### config.mk
export PLATFORM = sky130hd
export DESIGN_NAME = aluCore
export DESIGN_NICKNAME = d
export VERILOG_FILES = /design/src/aluPkg.sv /design/src/aluControlDecoder.sv /design/src/aluSlice.sv /design/src/aluResultCollector.sv /design/src/aluCore.sv
export SDC_FILE = /design/constraint.sdc
export NUM_CORES = 1
export LEC_CHECK = 0
export ABC_CLOCK_PERIOD_IN_PS = 26900
export BUFFER_PORTS_ARGS = -buffer_cell sky130_fd_sc_hd__buf_2
export CORE_MARGIN = 5
export CORE_UTILIZATION = 37
export CTS_CLUSTER_DIAMETER = 40
export DETAILED_ROUTE_END_ITERATION = 12
export GPL_TIMING_DRIVEN = 0
export SETUP_SLACK_MARGIN = 0.15
export SKIP_LAST_GASP = 1
export SYNTH_ARGS = -nofsm -noshare
export SYNTH_HDL_FRONTEND = slang
export SYNTH_SLANG_ARGS = --single-unit
### constraint.sdc
create_clock -name clk -period 26.9 [get_ports clk]
set_input_delay 2.69 -clock clk [delete_from_list [all_inputs] [get_ports clk]]
set_output_delay 2.69 -clock clk [all_outputs]
set_load 0.02 [all_outputs]
### src/aluPkg.sv
// ALU widths, command opcodes, result selects and request/control/response structs
package aluPkg;

    localparam int dataWidth  = 32;
    localparam int sliceWidth = 8;
    localparam int sliceCount = dataWidth / sliceWidth;
    localparam int cmdWidth   = 3;

    // command encodings, same as the MIPS subset
    localparam logic [cmdWidth-1:0] opAdd  = 3'd0;
    localparam logic [cmdWidth-1:0] opSub  = 3'd1;
    localparam logic [cmdWidth-1:0] opXor  = 3'd2;
    localparam logic [cmdWidth-1:0] opSlt  = 3'd3;
    localparam logic [cmdWidth-1:0] opAnd  = 3'd4;
    localparam logic [cmdWidth-1:0] opNand = 3'd5;
    localparam logic [cmdWidth-1:0] opNor  = 3'd6;
    localparam logic [cmdWidth-1:0] opOr   = 3'd7;

    // which operation output lands in the result word
    localparam logic [2:0] selSum  = 3'd0;
    localparam logic [2:0] selXor  = 3'd1;
    localparam logic [2:0] selSlt  = 3'd2;
    localparam logic [2:0] selNand = 3'd3;
    localparam logic [2:0] selNor  = 3'd4;

    typedef struct packed {
        logic [dataWidth-1:0] operandA;
        logic [dataWidth-1:0] operandB;
        logic [cmdWidth-1:0]  command;
    } aluRequestT;

    typedef struct packed {
        logic [2:0] resultSel;
        logic       invertA;
        logic       invertB;   // doubles as carry into bit 0
    } aluControlT;

    typedef struct packed {
        logic [dataWidth-1:0] result;
        logic                 carryout;
        logic                 zero;
        logic                 overflow;
    } aluResponseT;

endpackage

### src/aluControlDecoder.sv
// ALU input stage: command lookup table, operand inverters and first pipeline register
module aluControlDecoder (
    input  logic                           clk,
    input  logic                           reset,
    input  logic                           inValid,
    input  aluPkg::aluRequestT             request,
    output logic                           stageValid,
    output aluPkg::aluControlT             control,
    output logic [aluPkg::dataWidth-1:0]   inputA,
    output logic [aluPkg::dataWidth-1:0]   inputB
);

    aluPkg::aluControlT            nextControl;
    logic [aluPkg::dataWidth-1:0]  nextA;
    logic [aluPkg::dataWidth-1:0]  nextB;

    // command lookup table
    // and/or reuse nor/nand with both operands inverted (De Morgan)
    always_comb begin
        nextControl = '0;
        case (request.command)
            aluPkg::opAdd: begin
                nextControl = '{resultSel: aluPkg::selSum, invertA: 1'b0, invertB: 1'b0};
            end
            aluPkg::opSub: begin
                nextControl = '{resultSel: aluPkg::selSum, invertA: 1'b0, invertB: 1'b1};
            end
            aluPkg::opXor: begin
                nextControl = '{resultSel: aluPkg::selXor, invertA: 1'b0, invertB: 1'b0};
            end
            aluPkg::opSlt: begin
                nextControl = '{resultSel: aluPkg::selSlt, invertA: 1'b0, invertB: 1'b1};
            end
            aluPkg::opAnd: begin
                nextControl = '{resultSel: aluPkg::selNor, invertA: 1'b1, invertB: 1'b1};
            end
            aluPkg::opNor: begin
                nextControl = '{resultSel: aluPkg::selNor, invertA: 1'b0, invertB: 1'b0};
            end
            aluPkg::opNand: begin
                nextControl = '{resultSel: aluPkg::selNand, invertA: 1'b0, invertB: 1'b0};
            end
            aluPkg::opOr: begin
                nextControl = '{resultSel: aluPkg::selNand, invertA: 1'b1, invertB: 1'b1};
            end
            default: begin
                nextControl = '0;   // unknown command falls back to add
            end
        endcase
    end

    // conditional inversion ahead of every operation
    assign nextA = request.operandA ^ {aluPkg::dataWidth{nextControl.invertA}};
    assign nextB = request.operandB ^ {aluPkg::dataWidth{nextControl.invertB}};

    always_ff @(posedge clk) begin
        if (reset) begin
            stageValid <= 1'b0;
        end else begin
            stageValid <= inValid;
        end
    end

    // payload only moves on an accepted request
    always_ff @(posedge clk) begin
        if (inValid) begin
            control <= nextControl;
            inputA  <= nextA;
            inputB  <= nextB;
        end
    end

    // an accepted request must carry a defined command
    assert property (@(posedge clk) disable iff (reset)
        inValid |-> !$isunknown(request.command));

endmodule

### src/aluSlice.sv
// one ALU bit slice: ripple-carry adder bits, xor, nand, nor and the slice result mux
module aluSlice (
    input  logic [aluPkg::sliceWidth-1:0] a,
    input  logic [aluPkg::sliceWidth-1:0] b,
    input  logic                          carryIn,
    input  logic [2:0]                    resultSel,
    output logic [aluPkg::sliceWidth-1:0] sliceResult,
    output logic [aluPkg::sliceWidth-1:0] sum,
    output logic                          carryOut,
    output logic                          msbCarryIn
);

    logic [aluPkg::sliceWidth:0]   carry;       // carry[i] feeds bit i
    logic [aluPkg::sliceWidth-1:0] xorBits;
    logic [aluPkg::sliceWidth-1:0] nandBits;
    logic [aluPkg::sliceWidth-1:0] norBits;

    // full adder per bit, carry ripples upward
    always_comb begin
        carry[0] = carryIn;
        for (int i = 0; i < aluPkg::sliceWidth; i++) begin
            sum[i]     = a[i] ^ b[i] ^ carry[i];
            carry[i+1] = (a[i] & b[i]) | ((a[i] ^ b[i]) & carry[i]);
        end
    end

    assign carryOut   = carry[aluPkg::sliceWidth];
    assign msbCarryIn = carry[aluPkg::sliceWidth-1];   // for overflow at the top slice

    // bitwise units, operands already inverted upstream
    assign xorBits  = a ^ b;
    assign nandBits = ~(a & b);
    assign norBits  = ~(a | b);

    // slt takes the sum here, the collector rebuilds the word
    always_comb begin
        case (resultSel)
            aluPkg::selSum: begin
                sliceResult = sum;
            end
            aluPkg::selSlt: begin
                sliceResult = sum;
            end
            aluPkg::selXor: begin
                sliceResult = xorBits;
            end
            aluPkg::selNand: begin
                sliceResult = nandBits;
            end
            aluPkg::selNor: begin
                sliceResult = norBits;
            end
            default: begin
                sliceResult = '0;
            end
        endcase
    end

endmodule

### src/aluResultCollector.sv
// ALU output stage: slice join, set-less-than, flag gating, zero detect and response register
module aluResultCollector (
    input  logic                          clk,
    input  logic                          reset,
    input  logic                          stageValid,
    input  logic [2:0]                    resultSel,
    input  logic [aluPkg::dataWidth-1:0]  sliceResults,
    input  logic                          sumMsb,
    input  logic                          carryOut,
    input  logic                          msbCarryIn,
    output logic                          outValid,
    output aluPkg::aluResponseT           response
);

    logic                         adderOverflow;
    logic                         isArith;
    logic                         lessThan;
    logic [aluPkg::dataWidth-1:0] finalResult;
    aluPkg::aluResponseT          nextResponse;

    // signed overflow from the carries around the top bit
    assign adderOverflow = msbCarryIn ^ carryOut;
    assign isArith       = (resultSel == aluPkg::selSum);

    // with overflow the sign bit of a-b is flipped
    assign lessThan = sumMsb ^ adderOverflow;

    always_comb begin
        if (resultSel == aluPkg::selSlt) begin
            finalResult    = '0;
            finalResult[0] = lessThan;
        end else begin
            finalResult = sliceResults;
        end
    end

    always_comb begin
        nextResponse.result   = finalResult;
        nextResponse.carryout = carryOut & isArith;        // add and sub only
        nextResponse.overflow = adderOverflow & isArith;
        nextResponse.zero     = (finalResult == '0);
    end

    always_ff @(posedge clk) begin
        if (reset) begin
            outValid <= 1'b0;
        end else begin
            outValid <= stageValid;
        end
    end

    always_ff @(posedge clk) begin
        if (reset) begin
            response <= '0;
        end else if (stageValid) begin
            response <= nextResponse;   // holds between requests
        end
    end

    // flags on a delivered response trace back to an add or sub in stage two
    assert property (@(posedge clk) disable iff (reset)
        outValid && (response.overflow || response.carryout)
            |-> $past(resultSel) == aluPkg::selSum);

endmodule

### src/aluCore.sv
// ALU top level: control decoder, generated bit slices with chained carry, result collector
module aluCore (
    input  logic                clk,
    input  logic                reset,
    input  logic                inValid,
    input  aluPkg::aluRequestT  request,
    output logic                outValid,
    output aluPkg::aluResponseT response
);

    logic                          stageValid;
    aluPkg::aluControlT            control;
    logic [aluPkg::dataWidth-1:0]  inputA;
    logic [aluPkg::dataWidth-1:0]  inputB;
    logic [aluPkg::dataWidth-1:0]  sliceResults;
    logic [aluPkg::dataWidth-1:0]  sumWord;
    logic [aluPkg::sliceCount:0]   carryChain;     // carryChain[i] enters slice i
    logic [aluPkg::sliceCount-1:0] msbCarry;

    aluControlDecoder decoder (
        .clk        (clk),
        .reset      (reset),
        .inValid    (inValid),
        .request    (request),
        .stageValid (stageValid),
        .control    (control),
        .inputA     (inputA),
        .inputB     (inputB)
    );

    assign carryChain[0] = control.invertB;   // +1 completes two's complement on sub/slt

    for (genvar i = 0; i < aluPkg::sliceCount; i++) begin : sliceGen
        aluSlice slice (
            .a           (inputA[i*aluPkg::sliceWidth +: aluPkg::sliceWidth]),
            .b           (inputB[i*aluPkg::sliceWidth +: aluPkg::sliceWidth]),
            .carryIn     (carryChain[i]),
            .resultSel   (control.resultSel),
            .sliceResult (sliceResults[i*aluPkg::sliceWidth +: aluPkg::sliceWidth]),
            .sum         (sumWord[i*aluPkg::sliceWidth +: aluPkg::sliceWidth]),
            .carryOut    (carryChain[i+1]),
            .msbCarryIn  (msbCarry[i])
        );
    end

    aluResultCollector collector (
        .clk          (clk),
        .reset        (reset),
        .stageValid   (stageValid),
        .resultSel    (control.resultSel),
        .sliceResults (sliceResults),
        .sumMsb       (sumWord[aluPkg::dataWidth-1]),
        .carryOut     (carryChain[aluPkg::sliceCount]),
        .msbCarryIn   (msbCarry[aluPkg::sliceCount-1]),
        .outValid     (outValid),
        .response     (response)
    );

endmodule

After elaboration in Yosys (flattened, before gate mapping). Memory sizes are Yosys's and may differ from the RTL's. Index checks and enable logic that the tools add are counted.

Bits in registers: 105. Latch bits: 0. RAM bits: 0. ROM bits: 40. Bits of input ports: 70. Output and inout port bits: 36. Word-level logic and storage cells: 208. Memories: 1.

Memories: (no name shown) (depth 8, width 5, read ports 1, clocked after memory_dff 0, write ports 0, RTL line aluControlDecoder.sv:21) `case (request.command)`.

$add $sub $neg: 0. Multiply operators: 0. Divide/modulo/power cells: 0. Order comparisons: 0. Equality and inequality tests: 4. Shift-type cells: 0. Muxes and demuxes: 5. Bitwise logic cells: 186. Reduce and logical (&&, ||, !) cells: 2.

Operators with widths (count): 8-bit one-hot mux with 4 select lines (4); 1-bit AND (66); 1-bit XOR (66); 8-bit NOT (8); 32-bit XOR (2); 8-bit AND (4); 32-bit logical NOT (1); 32-bit 2-to-1 mux (1); 1-bit OR (32); 8-bit OR (4); 8-bit XOR (4); 3-bit by 2-bit equality test with 1-bit output, second input constant (2); 3-bit by 1-bit equality test with 1-bit output, second input constant (1); 3-bit equality test, second input constant (1); 3-bit logical NOT (1).

Logic depth before layout (Yosys ltp).
Word-level depth: 69. Gate-level depth with buffers: 40. Depth with buffers taken out: 40.

Modules after synthesis. A second synthesis with hierarchy kept.

Cells, all modules: 688. Area total of the unflattened synthesis: 7292.0 sq um.

By module, submodules not included: aluControlDecoder (times used 1, cells each 158, area each 2992.9 sq um, seq. area each 2092.0 sq um); aluResultCollector (times used 1, cells each 174, area each 1493.9 sq um, seq. area each 720.7 sq um); aluSlice (sliceGen[1].slice ...) (times used 2, cells each 89, area each 701.9 sq um, seq. area each 0.0 sq um); aluSlice (sliceGen[3].slice) (times used 1, cells each 89, area each 704.4 sq um, seq. area each 0.0 sq um); aluSlice (sliceGen[0].slice) (times used 1, cells each 89, area each 696.9 sq um, seq. area each 0.0 sq um).

Least setup slack after synthesis. Ideal clock, no wire load.

Path kind: reg2reg. Start point: register decoder.inputB[0] (netlist name). End point: register collector.response[1] (netlist name). Library setup time: 0.084 ns. Arrival time: 13.201 ns. Required time: 26.816 ns. Slack: 13.614 ns. Cell stages (with the launch flop): 41. Buffers on the path: 0. Clock period less this slack: 13.286 ns. Cells stage by stage: edfxtp_1 -> fa_1 -> inv_1 -> fa_1 -> fa_1 -> fa_1 -> fa_1 -> fa_1 -> fa_1 -> fa_1 -> fa_1 -> fa_1 -> fa_1 -> fa_1 -> fa_1 -> fa_1 -> fa_1 -> fa_1 -> [... 5 more ...] -> fa_1 -> fa_1 -> fa_1 -> fa_1 -> fa_1 -> fa_1 -> fa_1 -> fa_1 -> fa_1 -> inv_1 -> fa_1 -> fa_1 -> mux2i_1 -> o22a_1 -> o22ai_1 -> nor4_1 -> nand4_1 -> o31ai_2.

Cells in the longest elaborated chain, start to end: 69. Elaborated cells between the ends (all ways): 111. Those cells by class: mux: 5; bitwise: 105; reduce/logical: 1.

RTL lines: start: declaration (RTL line aluControlDecoder.sv:10) `output logic [aluPkg::dataWidth-1:0] inputB`; start signal: assignment (RTL line aluControlDecoder.sv:69) `inputB <= nextB;`; 1-bit XOR (RTL line aluSlice.sv:22, aluSlice.sv:23); 1-bit AND (RTL line aluSlice.sv:23) `carry[i+1] = (a[i] & b[i]) | ((a[i] ^ b[i]) & carry[i]);`; 1-bit OR (RTL line aluSlice.sv:23); 1-bit AND (RTL line aluSlice.sv:23); 1-bit OR (RTL line aluSlice.sv:23); 1-bit AND (RTL line aluSlice.sv:23); 1-bit OR (RTL line aluSlice.sv:23); 1-bit AND (RTL line aluSlice.sv:23); [... 53 more ...]; 1-bit AND (RTL line aluSlice.sv:23); 1-bit OR (RTL line aluSlice.sv:23); 1-bit AND (RTL line aluSlice.sv:23); 1-bit OR (RTL line aluSlice.sv:23); 1-bit XOR (RTL line aluResultCollector.sv:22) `assign adderOverflow = msbCarryIn ^ carryOut;`; 1-bit XOR (RTL line aluResultCollector.sv:26) `assign lessThan = sumMsb ^ adderOverflow;`; 32-bit 2-to-1 mux (*) (RTL line aluResultCollector.sv:29) `if (resultSel == aluPkg::selSlt) begin`; 32-bit logical NOT (*) (RTL line aluResultCollector.sv:41) `nextResponse.zero = (finalResult == '0);`.

Every way passes the cells marked *; elsewhere a longest branch is shown, timed or not. A chain may end at the register's enable or synchronous reset.

Worst setup path after layout.
Start point: register decoder.inputA[0] (netlist name). End point: register collector.response[1] (netlist name).

Cells in the longest elaborated chain, start to end: 69. Elaborated cells between the ends (all ways): 111. Those cells by class: mux: 5; bitwise: 105; reduce/logical: 1.

RTL lines: start: declaration (RTL line aluControlDecoder.sv:9) `output logic [aluPkg::dataWidth-1:0] inputA,`; start signal: assignment (RTL line aluControlDecoder.sv:68) `inputA <= nextA;`; 1-bit XOR (RTL line aluSlice.sv:22, aluSlice.sv:23); 1-bit AND (RTL line aluSlice.sv:23); 1-bit OR (RTL line aluSlice.sv:23); 1-bit AND (RTL line aluSlice.sv:23); 1-bit OR (RTL line aluSlice.sv:23); 1-bit AND (RTL line aluSlice.sv:23); 1-bit OR (RTL line aluSlice.sv:23); 1-bit AND (RTL line aluSlice.sv:23); [... 53 more ...]; 1-bit AND (RTL line aluSlice.sv:23); 1-bit OR (RTL line aluSlice.sv:23); 1-bit AND (RTL line aluSlice.sv:23); 1-bit OR (RTL line aluSlice.sv:23); 1-bit XOR (RTL line aluResultCollector.sv:22); 1-bit XOR (RTL line aluResultCollector.sv:26); 32-bit 2-to-1 mux (*) (RTL line aluResultCollector.sv:29); 32-bit logical NOT (*) (RTL line aluResultCollector.sv:41).

Marked as above.

==> reports/summary.txt <==
status - completed
worst setup margin - 12360 ps
Post-CTS Resized - 0
H-Tree Depth - 3
# DRC - 0
multi-input logic area - 0.00375 mm²
Vias - 5040
Crit path largest cell delay - 440 ps
Final Hold Vio Count - 0
setup slack at placement - 12400 ps
max-slew violations - 0
postcts setup bufs - 0
Synth Area in Compound Gates - 13.1%
Finished Layout Cells - 1022
register bit total from synthesis - 105
fraction of registers with async set/reset - 0%
max cap viols - 0
clk sinks - 105
Ys Warns - 0
Yosys top cell area share - 29.0%
initial core utilization - 37.6%
die extent in y - 148 µm
Critical Path Source Type - register
power per cell area - 59.4 mW/mm²
RSZ-0062 raised after global routing - no
final-layout fill cell count - 1814
most common cell after layout, fill and taps aside - buf_2
Clk pin slew, worst setup/hold paths - 70 ps
Worst setup EP type - register
first-pass GRT wire length - 29200 µm
critical path's slowest cell - fa_1
ys flop type - edfxtp_1
area added between synthesis and finish - 15.5%
most frequent cells in the layout - 115 x buf_2, 72 x inv_1, 68 x edfxtp_1, 67 x ha_1, 65 x xnor2_1
Port-buffer cells - 105
row cnt - 50
Core Box Area - 0.0187 mm²
Post-Layout Inst Area - 0.00813 mm²
Post-Synth Simple-Gate Area - 10.2%
LEAKAGE - 3.44 nW
Initial DRT Pass Iterations - 5
HP Class - reg2reg
drt initial violations - 357
CTS Buf Count - 9
antenna cells - 0
placed insts - 1006
adder and majority gate portion of the synthesized area - 21.3%
syn nets - 837
initial antenna violation count - 0
Setup CP Type - reg2reg
post-layout min period - 14540 ps
IO Pins - 106
Vias/cell - 4.93
clk_lat worst skew - 360 ps
Synth Instances - 667
clock buffer depth - 2
crit share post-route - 54.0%
share of cells above drive strength 1 - 18.8%
Die W - 148 µm
Post-synth EDFFs - 68
Register Area - 0.00278 mm²
most frequent cell on the critical path - fa_1
# setup viols final - 0
Least-Margin Pin Slew - 889 ps
sequential area share after synthesis - 39.6%
clk_skew - 10.3 ps
Sum Neg Setup Slack - 0 ps
mux contribution to synthesized area - 0.569%
Placed Area - 0.00786 mm²
Total Wirelength - 18900 µm
worst-path fanout max - 3
placer's final routability congestion estimate - 0.955
TritonCTS clock tree - yes
Arr. time, crit path - 14820 ps
largest family of logic cells by synthesized area - adder cells
clock root cell - clkbuf_16
relative slew slack - 40.7%
Max Fclk - 68.8 MHz
vias in the first global route - 5039
CP required - 27180 ps
Mapped Area - 0.00704 mm²
WL per Instance - 18.5 µm
Final ANT Viol Nets - 0
nets - 953
XOR/XNOR Fraction of Synth Area - 8.09%
GRT overflow - 0
full die area - 0.0219 mm²
Area contributors post-synth - edfxtp_1 29%, ha_1 12%, dfxtp_1 11%
largest net degree at the start of global routing - 70
Yosys top cell by area - edfxtp_1
Worst VDD drop - 31.4 µV
Hold Buf Count CTS - 0
Mapped Avg Cell Area - 10.5 µm²
Distinct cells, synth - 55
DP HPWL - 15100 µm
total global-route track usage - 17.7%
-- worst max-delay path, delay by kind of cell, from the launching register on --
| kind | cells | cell delay [ps] |
|---|---|---|
| DFF | 1 | 430 |
| muxes | 1 | 130 |
| buffers and inverters | 2 | 130 |
| adders and majority gates | 32 | 12720 |
| and+or+nand+nor | 2 | 540 |
| AOI/OAI and AO/OA | 3 | 510 |
-- synth_stat cells, types with 5 or more instances --
library cell / count
a211oi_1: 14
a21oi_1: 17
a32oi_1: 10
buf_2: 11
buf_6: 5
clkbuf_1: 20
dfxtp_1: 37
edfxtp_1: 68
fa_1: 33
ha_1: 67
inv_1: 72
nand2_1: 26
nand2b_1: 8
nand4_1: 7
nor2_1: 44
nor2b_1: 35
o211ai_1: 15
o21ai_0: 41
o221ai_1: 5
xnor2_1: 65
-- routing by layer --
metal,wire [µm],share of wire [%],GRT usage [%]
met1,9370,50,26.0
met2,8000,42,25.9
met3,1010,5.3,3.25
met4,478,2.5,6.37
met5,0,0,0
-- sequential cells by signal, indices dropped and copies added (netlist names) --
register	flops
decoder.inputA	32
decoder.inputB	32
collector.response	35
decoder.control	4
decoder.stageValid	1
collector.outValid	1
-- path summary, 6_finish.rpt --
| check | from | endpoint | slack (ps) | depth (start not counted) |
|---|---|---|---|---|
| worst min-delay path | collector.response[5] | collector.response[5] | 490 | 2 |
| worst max-delay path | decoder.inputA[0] | collector.response[1] | 12360 | 40 |
| worst max register to register | decoder.inputA[0] | collector.response[1] | 12360 | 40 |
| worst min register to register | collector.response[5] | collector.response[5] | 490 | 2 |
-- area by class of cell --
| class | count | share of cell area [%] |
|---|---|---|
| Buffer | 42 | 2.76 |
| Clock buffer | 10 | 2.82 |
| Clock inverter | 6 | 0.493 |
| Inverter | 75 | 3.46 |
| Multi-Input combinational cell | 445 | 46.1 |
| Sequential cell | 105 | 34.2 |
| Tap cell | 234 | 3.60 |
| Timing Repair Buffer | 105 | 6.50 |
-- through the flow --
stage | hold slack, ps | util (%) | total power (W)
2_1_floorplan | 555 | - | 0.000307
3_3_place_gp | 475 | 42.0 | 0.000359
3_5_place_dp | 476 | 42.0 | 0.000361
4_1_cts | 485 | 43.4 | 0.000485
5_1_grt | 510 | 43.4 | 0.000514
6_report | 486 | 43.4 | 0.000483
-- where the power goes --
part | leakage (nW) | internal, W | switching [W]
Clock | 0.137 | 0.0000632 | 0.0000622
Combinational | 2.34 | 0.0000638 | 0.0000910
Sequential | 0.970 | 0.000192 | 0.0000103
-- cells by family (layout without fill, tap and decap cells) --
| family | Yosys count | count (layout) |
|---|---|---|
| xor gates and xnor gates | 65 | 65 |
| and+or+nand+nor | 141 | 141 |
| adders and majority gates | 100 | 100 |
| buffers and inverters | 117 | 238 |
| muxes | 4 | 4 |
| DFF | 105 | 105 |
| AOI/OAI and AO/OA | 135 | 135 |
No activity file was read; power rests on OpenSTA's default activity.
